**src/verilog/cfg_pkg.sv**
```systemverilog
`default_nettype none

package cfg_pkg;

    // --------------------
    // spi frame geometry
    // --------------------
    localparam int INSTR_HEADER_LEN = 16;                          // r/w + byte cnt + addr
    localparam int CFG_DATA_LEN     = 8;                           // one data byte
    localparam int MOSI_DATA_WIDTH  = INSTR_HEADER_LEN + CFG_DATA_LEN; // full frame, 24
    localparam int REG_ADDR_WIDTH   = 13;                          // register address field
    localparam int BIT_CNT_WIDTH    = $clog2(MOSI_DATA_WIDTH);     // counts 0..23

    localparam logic       FRAME_WRITE = 1'b0;                     // r/w bit, 0 = write
    localparam logic [1:0] ONE_BYTE    = 2'b00;                    // byte count, single byte

    // spi clock divider
    localparam int SPI_HALF_PERIOD = 2;                            // clk_20 cycles per half
    localparam int SPI_DIV_WIDTH   = $clog2(SPI_HALF_PERIOD + 1);

    // --------------------
    // power-up and led
    // --------------------
    localparam int POR_COUNT_WIDTH = 16;
    localparam logic [POR_COUNT_WIDTH-1:0] POR_START_COUNT = 16'hFFFE; // start strobe here
    localparam int LED_CNT_WIDTH   = 21;                           // msb blinks led 0

    // --------------------
    // register table
    // --------------------
    localparam int CFG_ENTRY_COUNT = 9;
    localparam int ENTRY_IDX_WIDTH = 4;
    localparam logic [ENTRY_IDX_WIDTH-1:0] FIRST_ADC_ENTRY = 4'd3; // adc writes start here

    // target of one table entry
    typedef enum logic [1:0] {
        DEV_AD9517 = 2'd0,      // clock chip
        DEV_ADC0   = 2'd1,
        DEV_ADC1   = 2'd2
    } cfg_dev_t;

    // 24-bit three-wire frame, sent msb first
    typedef struct packed {
        logic                      rw;        // 0 = write
        logic [1:0]                byte_cnt;  // 00 = one byte
        logic [REG_ADDR_WIDTH-1:0] reg_addr;
        logic [CFG_DATA_LEN-1:0]   data;
    } spi_frame_t;

    // rom word, also the request to the spi master
    typedef struct packed {
        cfg_dev_t   dev;
        spi_frame_t frame;
    } cfg_entry_t;

    // active-low chip selects
    typedef struct packed {
        logic ad9517;
        logic adc0;
        logic adc1;
    } cs_n_t;

endpackage

`default_nettype wire

```
**src/verilog/board_supervisor.sv**
```systemverilog
`timescale 1ns/10ps
`default_nettype none

module board_supervisor import cfg_pkg::*; (
    input  wire        clk_20,
    input  wire        rst_20,
    input  wire        i_cfg_done,      // level from sequencer
    output logic       o_cfg_start,     // one-cycle strobe after power-up
    output logic [3:0] o_pl_led
);

    logic [POR_COUNT_WIDTH-1:0] por_cnt;   // power-up timer
    logic [LED_CNT_WIDTH-1:0]   led_cnt;   // free-running blink counter
    logic                       led_on;    // set once config is done

    // --------------------
    // power-up timer
    // --------------------
    always_ff @(posedge clk_20) begin
        if (rst_20) begin
            por_cnt <= '0;
        end else if (por_cnt != '1) begin  // saturate at max
            por_cnt <= por_cnt + 1'b1;
        end
    end

    // count passes this value only once per reset
    assign o_cfg_start = (por_cnt == POR_START_COUNT);

    // --------------------
    // status led
    // --------------------
    always_ff @(posedge clk_20) begin
        if (rst_20) begin
            led_on <= 1'b0;
        end else if (i_cfg_done) begin
            led_on <= 1'b1;                // sticky until reset
        end
    end

    always_ff @(posedge clk_20) begin
        if (rst_20) begin
            led_cnt <= '0;
        end else if (led_on) begin
            led_cnt <= led_cnt + 1'b1;     // wraps, msb toggles every 2^20
        end
    end

    assign o_pl_led = {3'b111, led_cnt[LED_CNT_WIDTH-1]}; // leds 1..3 always lit

endmodule

`default_nettype wire

```
**src/verilog/cfg_rom.sv**
```systemverilog
`timescale 1ns/10ps
`default_nettype none

module cfg_rom import cfg_pkg::*; (
    input  wire [ENTRY_IDX_WIDTH-1:0] i_entry_idx,
    output cfg_entry_t                o_entry
);

    // one-byte write to a given device
    function automatic cfg_entry_t wr_entry(
        input cfg_dev_t                  dev,
        input logic [REG_ADDR_WIDTH-1:0] addr,
        input logic [CFG_DATA_LEN-1:0]   data
    );
        cfg_entry_t e;
        e.dev            = dev;
        e.frame.rw       = FRAME_WRITE;
        e.frame.byte_cnt = ONE_BYTE;
        e.frame.reg_addr = addr;
        e.frame.data     = data;
        return e;
    endfunction

    // --------------------
    // register table
    // --------------------
    always_comb begin
        case (i_entry_idx)
            // ad9517 clock chip
            4'd0: o_entry = wr_entry(DEV_AD9517, 13'h000, 8'h99); // serial port config
            4'd1: o_entry = wr_entry(DEV_AD9517, 13'h010, 8'h7C); // pll power up
            4'd2: o_entry = wr_entry(DEV_AD9517, 13'h232, 8'h01); // io update
            // adc0, only after pll lock
            4'd3: o_entry = wr_entry(DEV_ADC0, 13'h008, 8'h00);   // normal power
            4'd4: o_entry = wr_entry(DEV_ADC0, 13'h014, 8'h01);   // twos complement
            4'd5: o_entry = wr_entry(DEV_ADC0, 13'h0FF, 8'h01);   // transfer
            // adc1, same settings
            4'd6: o_entry = wr_entry(DEV_ADC1, 13'h008, 8'h00);
            4'd7: o_entry = wr_entry(DEV_ADC1, 13'h014, 8'h01);
            4'd8: o_entry = wr_entry(DEV_ADC1, 13'h0FF, 8'h01);
            default: begin
                o_entry = '{dev: DEV_AD9517, frame: '0};  // never issued
            end
        endcase
    end

endmodule

`default_nettype wire

```
**src/verilog/cfg_sequencer.sv**
```systemverilog
`timescale 1ns/10ps
`default_nettype none

module cfg_sequencer import cfg_pkg::*; (
    input  wire                        clk_20,
    input  wire                        rst_20,
    input  wire                        i_cfg_start,     // strobe from supervisor
    input  wire                        i_ad9517_locked, // clock chip pll lock
    output logic [ENTRY_IDX_WIDTH-1:0] o_entry_idx,     // rom address
    output logic                       o_spi_start,     // one frame request
    input  wire                        i_spi_done,      // frame finished
    output logic                       o_cfg_done
);

    typedef enum logic [2:0] {
        ST_IDLE,        // wait for start strobe
        ST_ISSUE,       // pulse spi start
        ST_WAIT_FRAME,  // frame on the bus
        ST_WAIT_LOCK,   // hold adc writes until pll lock
        ST_DONE         // all entries written
    } seq_state_t;

    seq_state_t                 state;
    logic [ENTRY_IDX_WIDTH-1:0] idx_next;   // entry after the current one
    logic                       last_entry; // current entry is the final one

    assign idx_next   = o_entry_idx + 1'b1;
    assign last_entry = (idx_next == ENTRY_IDX_WIDTH'(CFG_ENTRY_COUNT));

    // --------------------
    // table walk
    // --------------------
    always_ff @(posedge clk_20) begin
        if (rst_20) begin
            state       <= ST_IDLE;
            o_entry_idx <= '0;
        end else begin
            case (state)
                ST_IDLE: begin
                    if (i_cfg_start) begin      // later strobes are ignored
                        o_entry_idx <= '0;
                        state       <= ST_ISSUE;
                    end
                end
                ST_ISSUE: begin
                    state <= ST_WAIT_FRAME;     // start lasts one cycle
                end
                ST_WAIT_FRAME: begin
                    if (i_spi_done) begin
                        if (last_entry) begin
                            state <= ST_DONE;   // index stays on last entry
                        end else begin
                            o_entry_idx <= idx_next;
                            if (idx_next == FIRST_ADC_ENTRY) begin
                                state <= ST_WAIT_LOCK;  // clock chip phase over
                            end else begin
                                state <= ST_ISSUE;
                            end
                        end
                    end
                end
                ST_WAIT_LOCK: begin
                    if (i_ad9517_locked) begin
                        state <= ST_ISSUE;
                    end
                end
                ST_DONE: begin
                    state <= ST_DONE;           // held until reset
                end
                default: begin
                    state <= ST_IDLE;
                end
            endcase
        end
    end

    // moore outputs
    assign o_spi_start = (state == ST_ISSUE);
    assign o_cfg_done  = (state == ST_DONE);   // one cycle after last spi done

endmodule

`default_nettype wire

```
**src/verilog/spi_3wire_master.sv**
```systemverilog
`timescale 1ns/10ps
`default_nettype none

module spi_3wire_master import cfg_pkg::*; (
    input  wire             clk_20,
    input  wire             rst_20,
    input  wire             i_start,   // capture entry and send
    input  wire cfg_entry_t i_entry,
    output logic            o_done,    // one-cycle, with cs rising
    output cs_n_t           o_cs_n,
    output logic            o_sclk,
    output logic            o_sdio
);

    typedef enum logic [1:0] {
        SPI_IDLE,
        SPI_SHIFT,   // 24 sclk periods
        SPI_TAIL     // half period before cs release
    } spi_state_t;

    spi_state_t                 state;
    logic [MOSI_DATA_WIDTH-1:0] shreg;    // frame, msb leaves first
    logic [BIT_CNT_WIDTH-1:0]   bit_cnt;  // bits already clocked
    logic [SPI_DIV_WIDTH-1:0]   div_cnt;  // half period divider
    logic                       div_end;  // last cycle of a half period
    cs_n_t                      cs_sel;   // decoded select for i_entry

    assign div_end = (div_cnt == SPI_DIV_WIDTH'(SPI_HALF_PERIOD - 1));

    // one select low per device
    always_comb begin
        cs_sel = '1;
        case (i_entry.dev)
            DEV_AD9517: cs_sel.ad9517 = 1'b0;
            DEV_ADC0:   cs_sel.adc0   = 1'b0;
            DEV_ADC1:   cs_sel.adc1   = 1'b0;
            default:    cs_sel        = '1;   // unused code, no select
        endcase
    end

    // payload, loaded at start and shifted on falling sclk
    always_ff @(posedge clk_20) begin
        if (state == SPI_IDLE && i_start) begin
            shreg <= i_entry.frame;
        end else if (state == SPI_SHIFT && div_end && o_sclk) begin
            shreg <= shreg << 1;
        end
    end

    // --------------------
    // frame control
    // --------------------
    always_ff @(posedge clk_20) begin
        if (rst_20) begin
            state   <= SPI_IDLE;
            o_cs_n  <= '1;
            o_sclk  <= 1'b0;
            o_sdio  <= 1'b0;
            o_done  <= 1'b0;
            bit_cnt <= '0;
            div_cnt <= '0;
        end else begin
            o_done <= 1'b0;                          // pulse by default
            case (state)
                SPI_IDLE: begin
                    if (i_start) begin
                        o_cs_n  <= cs_sel;           // cs falls next cycle
                        o_sdio  <= i_entry.frame[MOSI_DATA_WIDTH-1]; // first bit early
                        o_sclk  <= 1'b0;
                        bit_cnt <= '0;
                        div_cnt <= '0;
                        state   <= SPI_SHIFT;
                    end
                end
                SPI_SHIFT: begin
                    if (div_end) begin
                        div_cnt <= '0;
                        if (!o_sclk) begin
                            o_sclk <= 1'b1;          // slave samples here
                        end else begin
                            o_sclk <= 1'b0;
                            if (bit_cnt == BIT_CNT_WIDTH'(MOSI_DATA_WIDTH - 1)) begin
                                state <= SPI_TAIL;   // last falling edge
                            end else begin
                                bit_cnt <= bit_cnt + 1'b1;
                                o_sdio  <= shreg[MOSI_DATA_WIDTH-2]; // next bit, sclk low
                            end
                        end
                    end else begin
                        div_cnt <= div_cnt + 1'b1;
                    end
                end
                SPI_TAIL: begin
                    if (div_end) begin
                        div_cnt <= '0;
                        o_cs_n  <= '1;               // release bus
                        o_sdio  <= 1'b0;
                        o_done  <= 1'b1;
                        state   <= SPI_IDLE;
                    end else begin
                        div_cnt <= div_cnt + 1'b1;
                    end
                end
                default: begin
                    state <= SPI_IDLE;
                end
            endcase
        end
    end

endmodule

`default_nettype wire

```
**src/verilog/cfg_top.sv**
```systemverilog
`timescale 1ns/10ps
`default_nettype none

module cfg_top import cfg_pkg::*; (
    input  wire        clk_20,
    input  wire        rst_20,
    input  wire        i_ad9517_locked,  // pll lock from clock chip
    output logic       o_cfg_done,
    output cs_n_t      o_cs_n,           // ad9517, adc0, adc1
    output logic       o_spi_sclk,
    output logic       o_spi_sdio,       // write only, no turnaround
    output logic [3:0] o_pl_led
);

    logic                       cfg_start;  // power-up strobe
    logic [ENTRY_IDX_WIDTH-1:0] entry_idx;
    cfg_entry_t                 entry;      // rom word for entry_idx
    logic                       spi_start;
    logic                       spi_done;

    // --------------------
    // power-up and led
    // --------------------
    board_supervisor board_supervisor_i (
        .clk_20      (clk_20),
        .rst_20      (rst_20),
        .i_cfg_done  (o_cfg_done),
        .o_cfg_start (cfg_start),
        .o_pl_led    (o_pl_led)
    );

    // --------------------
    // device config
    // --------------------
    cfg_sequencer cfg_sequencer_i (
        .clk_20          (clk_20),
        .rst_20          (rst_20),
        .i_cfg_start     (cfg_start),
        .i_ad9517_locked (i_ad9517_locked),
        .o_entry_idx     (entry_idx),
        .o_spi_start     (spi_start),
        .i_spi_done      (spi_done),
        .o_cfg_done      (o_cfg_done)
    );

    cfg_rom cfg_rom_i (
        .i_entry_idx (entry_idx),
        .o_entry     (entry)
    );

    spi_3wire_master spi_3wire_master_i (
        .clk_20  (clk_20),
        .rst_20  (rst_20),
        .i_start (spi_start),
        .i_entry (entry),
        .o_done  (spi_done),
        .o_cs_n  (o_cs_n),
        .o_sclk  (o_spi_sclk),
        .o_sdio  (o_spi_sdio)
    );

endmodule

`default_nettype wire

```
**config.mk**
```make
export PLATFORM = sky130hd
export DESIGN_NAME = cfg_top
export DESIGN_NICKNAME = d
export VERILOG_FILES = /design/src/verilog/cfg_pkg.sv /design/src/verilog/board_supervisor.sv /design/src/verilog/cfg_rom.sv /design/src/verilog/cfg_sequencer.sv /design/src/verilog/spi_3wire_master.sv /design/src/verilog/cfg_top.sv
export SDC_FILE = /design/constraint.sdc
export NUM_CORES = 1
export LEC_CHECK = 0
export BUFFER_PORTS_ARGS = -buffer_cell sky130_fd_sc_hd__buf_2
export CORE_ASPECT_RATIO = 0.7
export CORE_MARGIN = 2
export CORE_UTILIZATION = 61
export DETAILED_ROUTE_END_ITERATION = 6
export HOLD_SLACK_MARGIN = 0.06
export PLACE_DENSITY_LB_ADDON = 0.25
export SETUP_SLACK_MARGIN = 0.3
export SYNTH_ARGS = -nofsm -noshare
export SYNTH_HDL_FRONTEND = slang
export SYNTH_HIERARCHICAL = 1
export SYNTH_SLANG_ARGS = --single-unit
```
**constraint.sdc**
```tcl
create_clock -name clk_20 -period 3 [get_ports clk_20]
set_input_delay 0.15 -clock clk_20 [delete_from_list [all_inputs] [get_ports clk_20]]
set_output_delay 0.15 -clock clk_20 [all_outputs]
set_load 0.03 [all_outputs]
```
==> out/qor.yml <==
outcome:
  status: "completed"
route:
  drc: 0
  avgViaCountPerCell: 5.72
  first_iter_violations: 265
  vias: 3301
  ant_nets: 0
  wl_per_cell_um: 14.2
  drtPass1Iterations: 5
  wl_um: 8200
finish:
  fin_util_pct: 65.8
  area_growth_pct: 6.00
  nets: 494
  fin_cells: 577
  drive_above_1_share_pct: 16.1
  n_antenna_cell: 0
power_and_ir_drop:
  switching_share_pct: 20.9
  peakVddDrop_mv: 0.317
  seqPwrFrac_pct: 50.2
  p_leak_nw: 1.69
  internal_power_mw: 1.82
  pwr-share-comb_pct: 4.4
  switchingPower_mw: 0.481
  power_frac_clock_pct: 45.4
  power.density_mw_per_mm2: 485
logic_synthesis:
  synth-edff-count: 23
  synth.cell_area_sq_mm: 0.00448
  synth_cells: 477
  synth-seq-cells: 83
  yosysWarnings: 6
  ys_seq_area_share_pct: 42.2
  syn_avg_cell_area_sq_um: 9.39
  async_flop_share_pct: 0
  synth_cell_type_count: 67
  ys.flop_type: "dfxtp_1"
critical_path:
  crit_required_ns: 3.24
  path_class: "reg2reg"
  worstSetupEndpointType: "register"
  critPathLaunchType: "register"
  r2r_slack_ns: 0.79
  reg2regPathDepth: 7
  cp_max_fo: 5
  crit_arrival_ns: 2.46
timing:
  period_share_pct: 73.8
  hold_viol_final: 0
  max_freq_mhz: 452
  hold_ws_ns: 0.121
  clock_skew_ns: 0.00978
  rsz0062_at_grt: "no"
  layout_min_cycle_time_ns: 2.21
  setup_violations: 0
  worst_pin_slew_ns: 0.706
  slew_viol_final: 0
  tns_ns: 0
  relSlewSlack_pct: 52.5
floorplan:
  io_pins: 13
  die-area_sq_mm: 0.00806
  placementRows: 26
  die_h_um: 75.7
  fp.dieW_um: 106
  initial_utilization_pct: 62.0
  core_sq_mm: 0.00722
cts:
  numCtsBuffers: 9
  cts_setup_buffers: 0
  cts_max_level: 3
  cts_tree: "yes"
  clk_pin_slew_worst_paths_ns: 0.08
  post_cts_resized: 0
  clkLatencyLatePin_ns: 0.35
  cts_root_buf: "clkbuf_8"
  cts_buffer_depth: 2
  ctsHoldBuffers: 0
  clock_sinks: 83
place:
  gp_congestion: 0.883
  dp.cells: 561
  hpwl_um: 5660
  io_buffers: 9
grt:
  grt_util_all_layers_pct: 21.4
  grt_max_degree: 25
  grt_pass1_vias: 2947
  grt_overflow: 0
  antenna_found_initial: 0
  grt_pass1_wl_um: 13700
worst_hold_path:
  worstHoldPathCells: 3
  hp-class: "in2reg"
run:
  drv_cap: 0
==> cells in the final DEF, fill, tap and decap left out, types with 3 or more instances in the layout <==
cell and instances:
dfxtp_1 60, nor2_1 43, nand2_1 38, mux2_2 28, a21oi_1 24, nand3_1 23
edfxtp_1 23, inv_1 18, ha_1 17, o21ai_0 16, xnor2_1 11, conb_1 11
nand4_1 9, nor2b_1 9, or3_1 9, nor3_1 9, mux2i_1 9, clkbuf_8 9
buf_2 9, nor4_1 8, and3_1 7, nand2b_1 6, o31ai_1 5, buf_4 5
o21ai_1 5, xor2_1 4, bufinv_16 4, or4_1 3, a211oi_1 3, and2_1 3
a311oi_1 3
==> flip-flops by register name, indices dropped and copies added, names as in the netlist <==
register and flops:
board_supervisor_i/led_cnt 21, spi_3wire_master_i/o_done 1, spi_3wire_master_i/bit_cnt 5, spi_3wire_master_i/div_cnt 2, spi_3wire_master_i/o_sclk 1, spi_3wire_master_i/o_cs_n 3
spi_3wire_master_i/o_sdio 1, cfg_sequencer_i/state 3, cfg_sequencer_i/o_entry_idx 4, board_supervisor_i/led_on 1, spi_3wire_master_i/state 2, spi_3wire_master_i/shreg 23
board_supervisor_i/por_cnt 16
==> worst paths after layout <==
kind,startpoint,end
worst max-delay path,board_supervisor_i/por_cnt[7]$_SDFFE_PP0P_,cfg_sequencer_i/o_entry_idx[1]$_SDFFE_PP0P_
worst min-delay path,i_ad9517_locked,cfg_sequencer_i/state[1]$_SDFFE_PP0P_
worst max register to register,board_supervisor_i/por_cnt[7]$_SDFFE_PP0P_,cfg_sequencer_i/o_entry_idx[1]$_SDFFE_PP0P_
worst min register to register,spi_3wire_master_i/o_cs_n[0]$_SDFFE_PP1P_,spi_3wire_master_i/o_cs_n[0]$_SDFFE_PP1P_
==> final cells by class <==
type	instances	area, sq um
tap	98	123
fill	576	2470
timing repair buffer	14	82.6
clock buffer	10	128
clock inverter	6	138
sequential	83	1890
multi-input combinational	347	2320
inverter	19	71.3
==> layer usage <==
metal	wire, um	share of wire (%)	vias to the layer above	GRT usage (%)
li1	-	-	1671	-
met1	4180	51	1539	30.4
met2	3560	43	85	33.3
met3	397	4.8	6	4.62
met4	65	0.79	0	7.07
met5	0	0	-	0
==> worst max-delay path, stage by stage (launching register included) <==
cell     delay (ns)
dfxtp_1        0.41
and4_1         0.29
nand3_1        0.14
nor4_1         0.56
a31oi_1        0.28
nand2_1        0.13
a21oi_1        0.05
a41o_2         0.25
==> logic make-up (layout without fill, tap and decap cells) <==
| family | count (synthesis) | in the layout | synth area share [%] |
|---|---|---|---|
| AOI/OAI and AO/OA | 78 | 78 | 11.3 |
| xor gates and xnor gates | 15 | 15 | 2.93 |
| adders and majority gates | 17 | 17 | 4.75 |
| buffers and inverters | 56 | 49 | 6.84 |
| DFF | 83 | 83 | 42.2 |
| muxes | 38 | 38 | 9.38 |
| other | 2 | 11 | 0.168 |
| and+or+nand+nor | 188 | 188 | 22.5 |
==> power by group through the flow <==
| stage | clock network, mW | logic, mW | registers (mW) |
|---|---|---|---|
| after global routing | 1.10 | 0.113 | 1.16 |
| after global placement | 0 | 0.0978 | 1.18 |
| final | 1.05 | 0.101 | 1.16 |
| after detailed placement | 0 | 0.100 | 1.18 |
| after floorplan | 0 | 0.0850 | 1.19 |
| after CTS | 1.07 | 0.100 | 1.16 |
==> synthesized netlist by cell type, types with 11 or more instances <==
master | count | share of area [%]
dfxtp_1 | 60 | 27
nor2_1 | 43 | 3.6
nand2_1 | 38 | 3.2
mux2_2 | 28 | 7.0
a21oi_1 | 24 | 2.7
edfxtp_1 | 23 | 15
nand3_1 | 23 | 2.6
buf_4 | 20 | 3.4
inv_1 | 18 | 1.5
ha_1 | 17 | 4.7
o21ai_0 | 16 | 1.8
xnor2_1 | 11 | 2.2
==> metrics by stage <==
step                worst slack, ns  cell area (sq um)  total power, mW
floorplan                     0.788               4510             1.27
global placement              0.988               4480             1.28
detailed placement            0.888               4480             1.29
CTS                           0.851               4750             2.33
global route                  0.734               4750             2.38
finish                        0.785               4750             2.31
(Power assumes the default switching activity.)
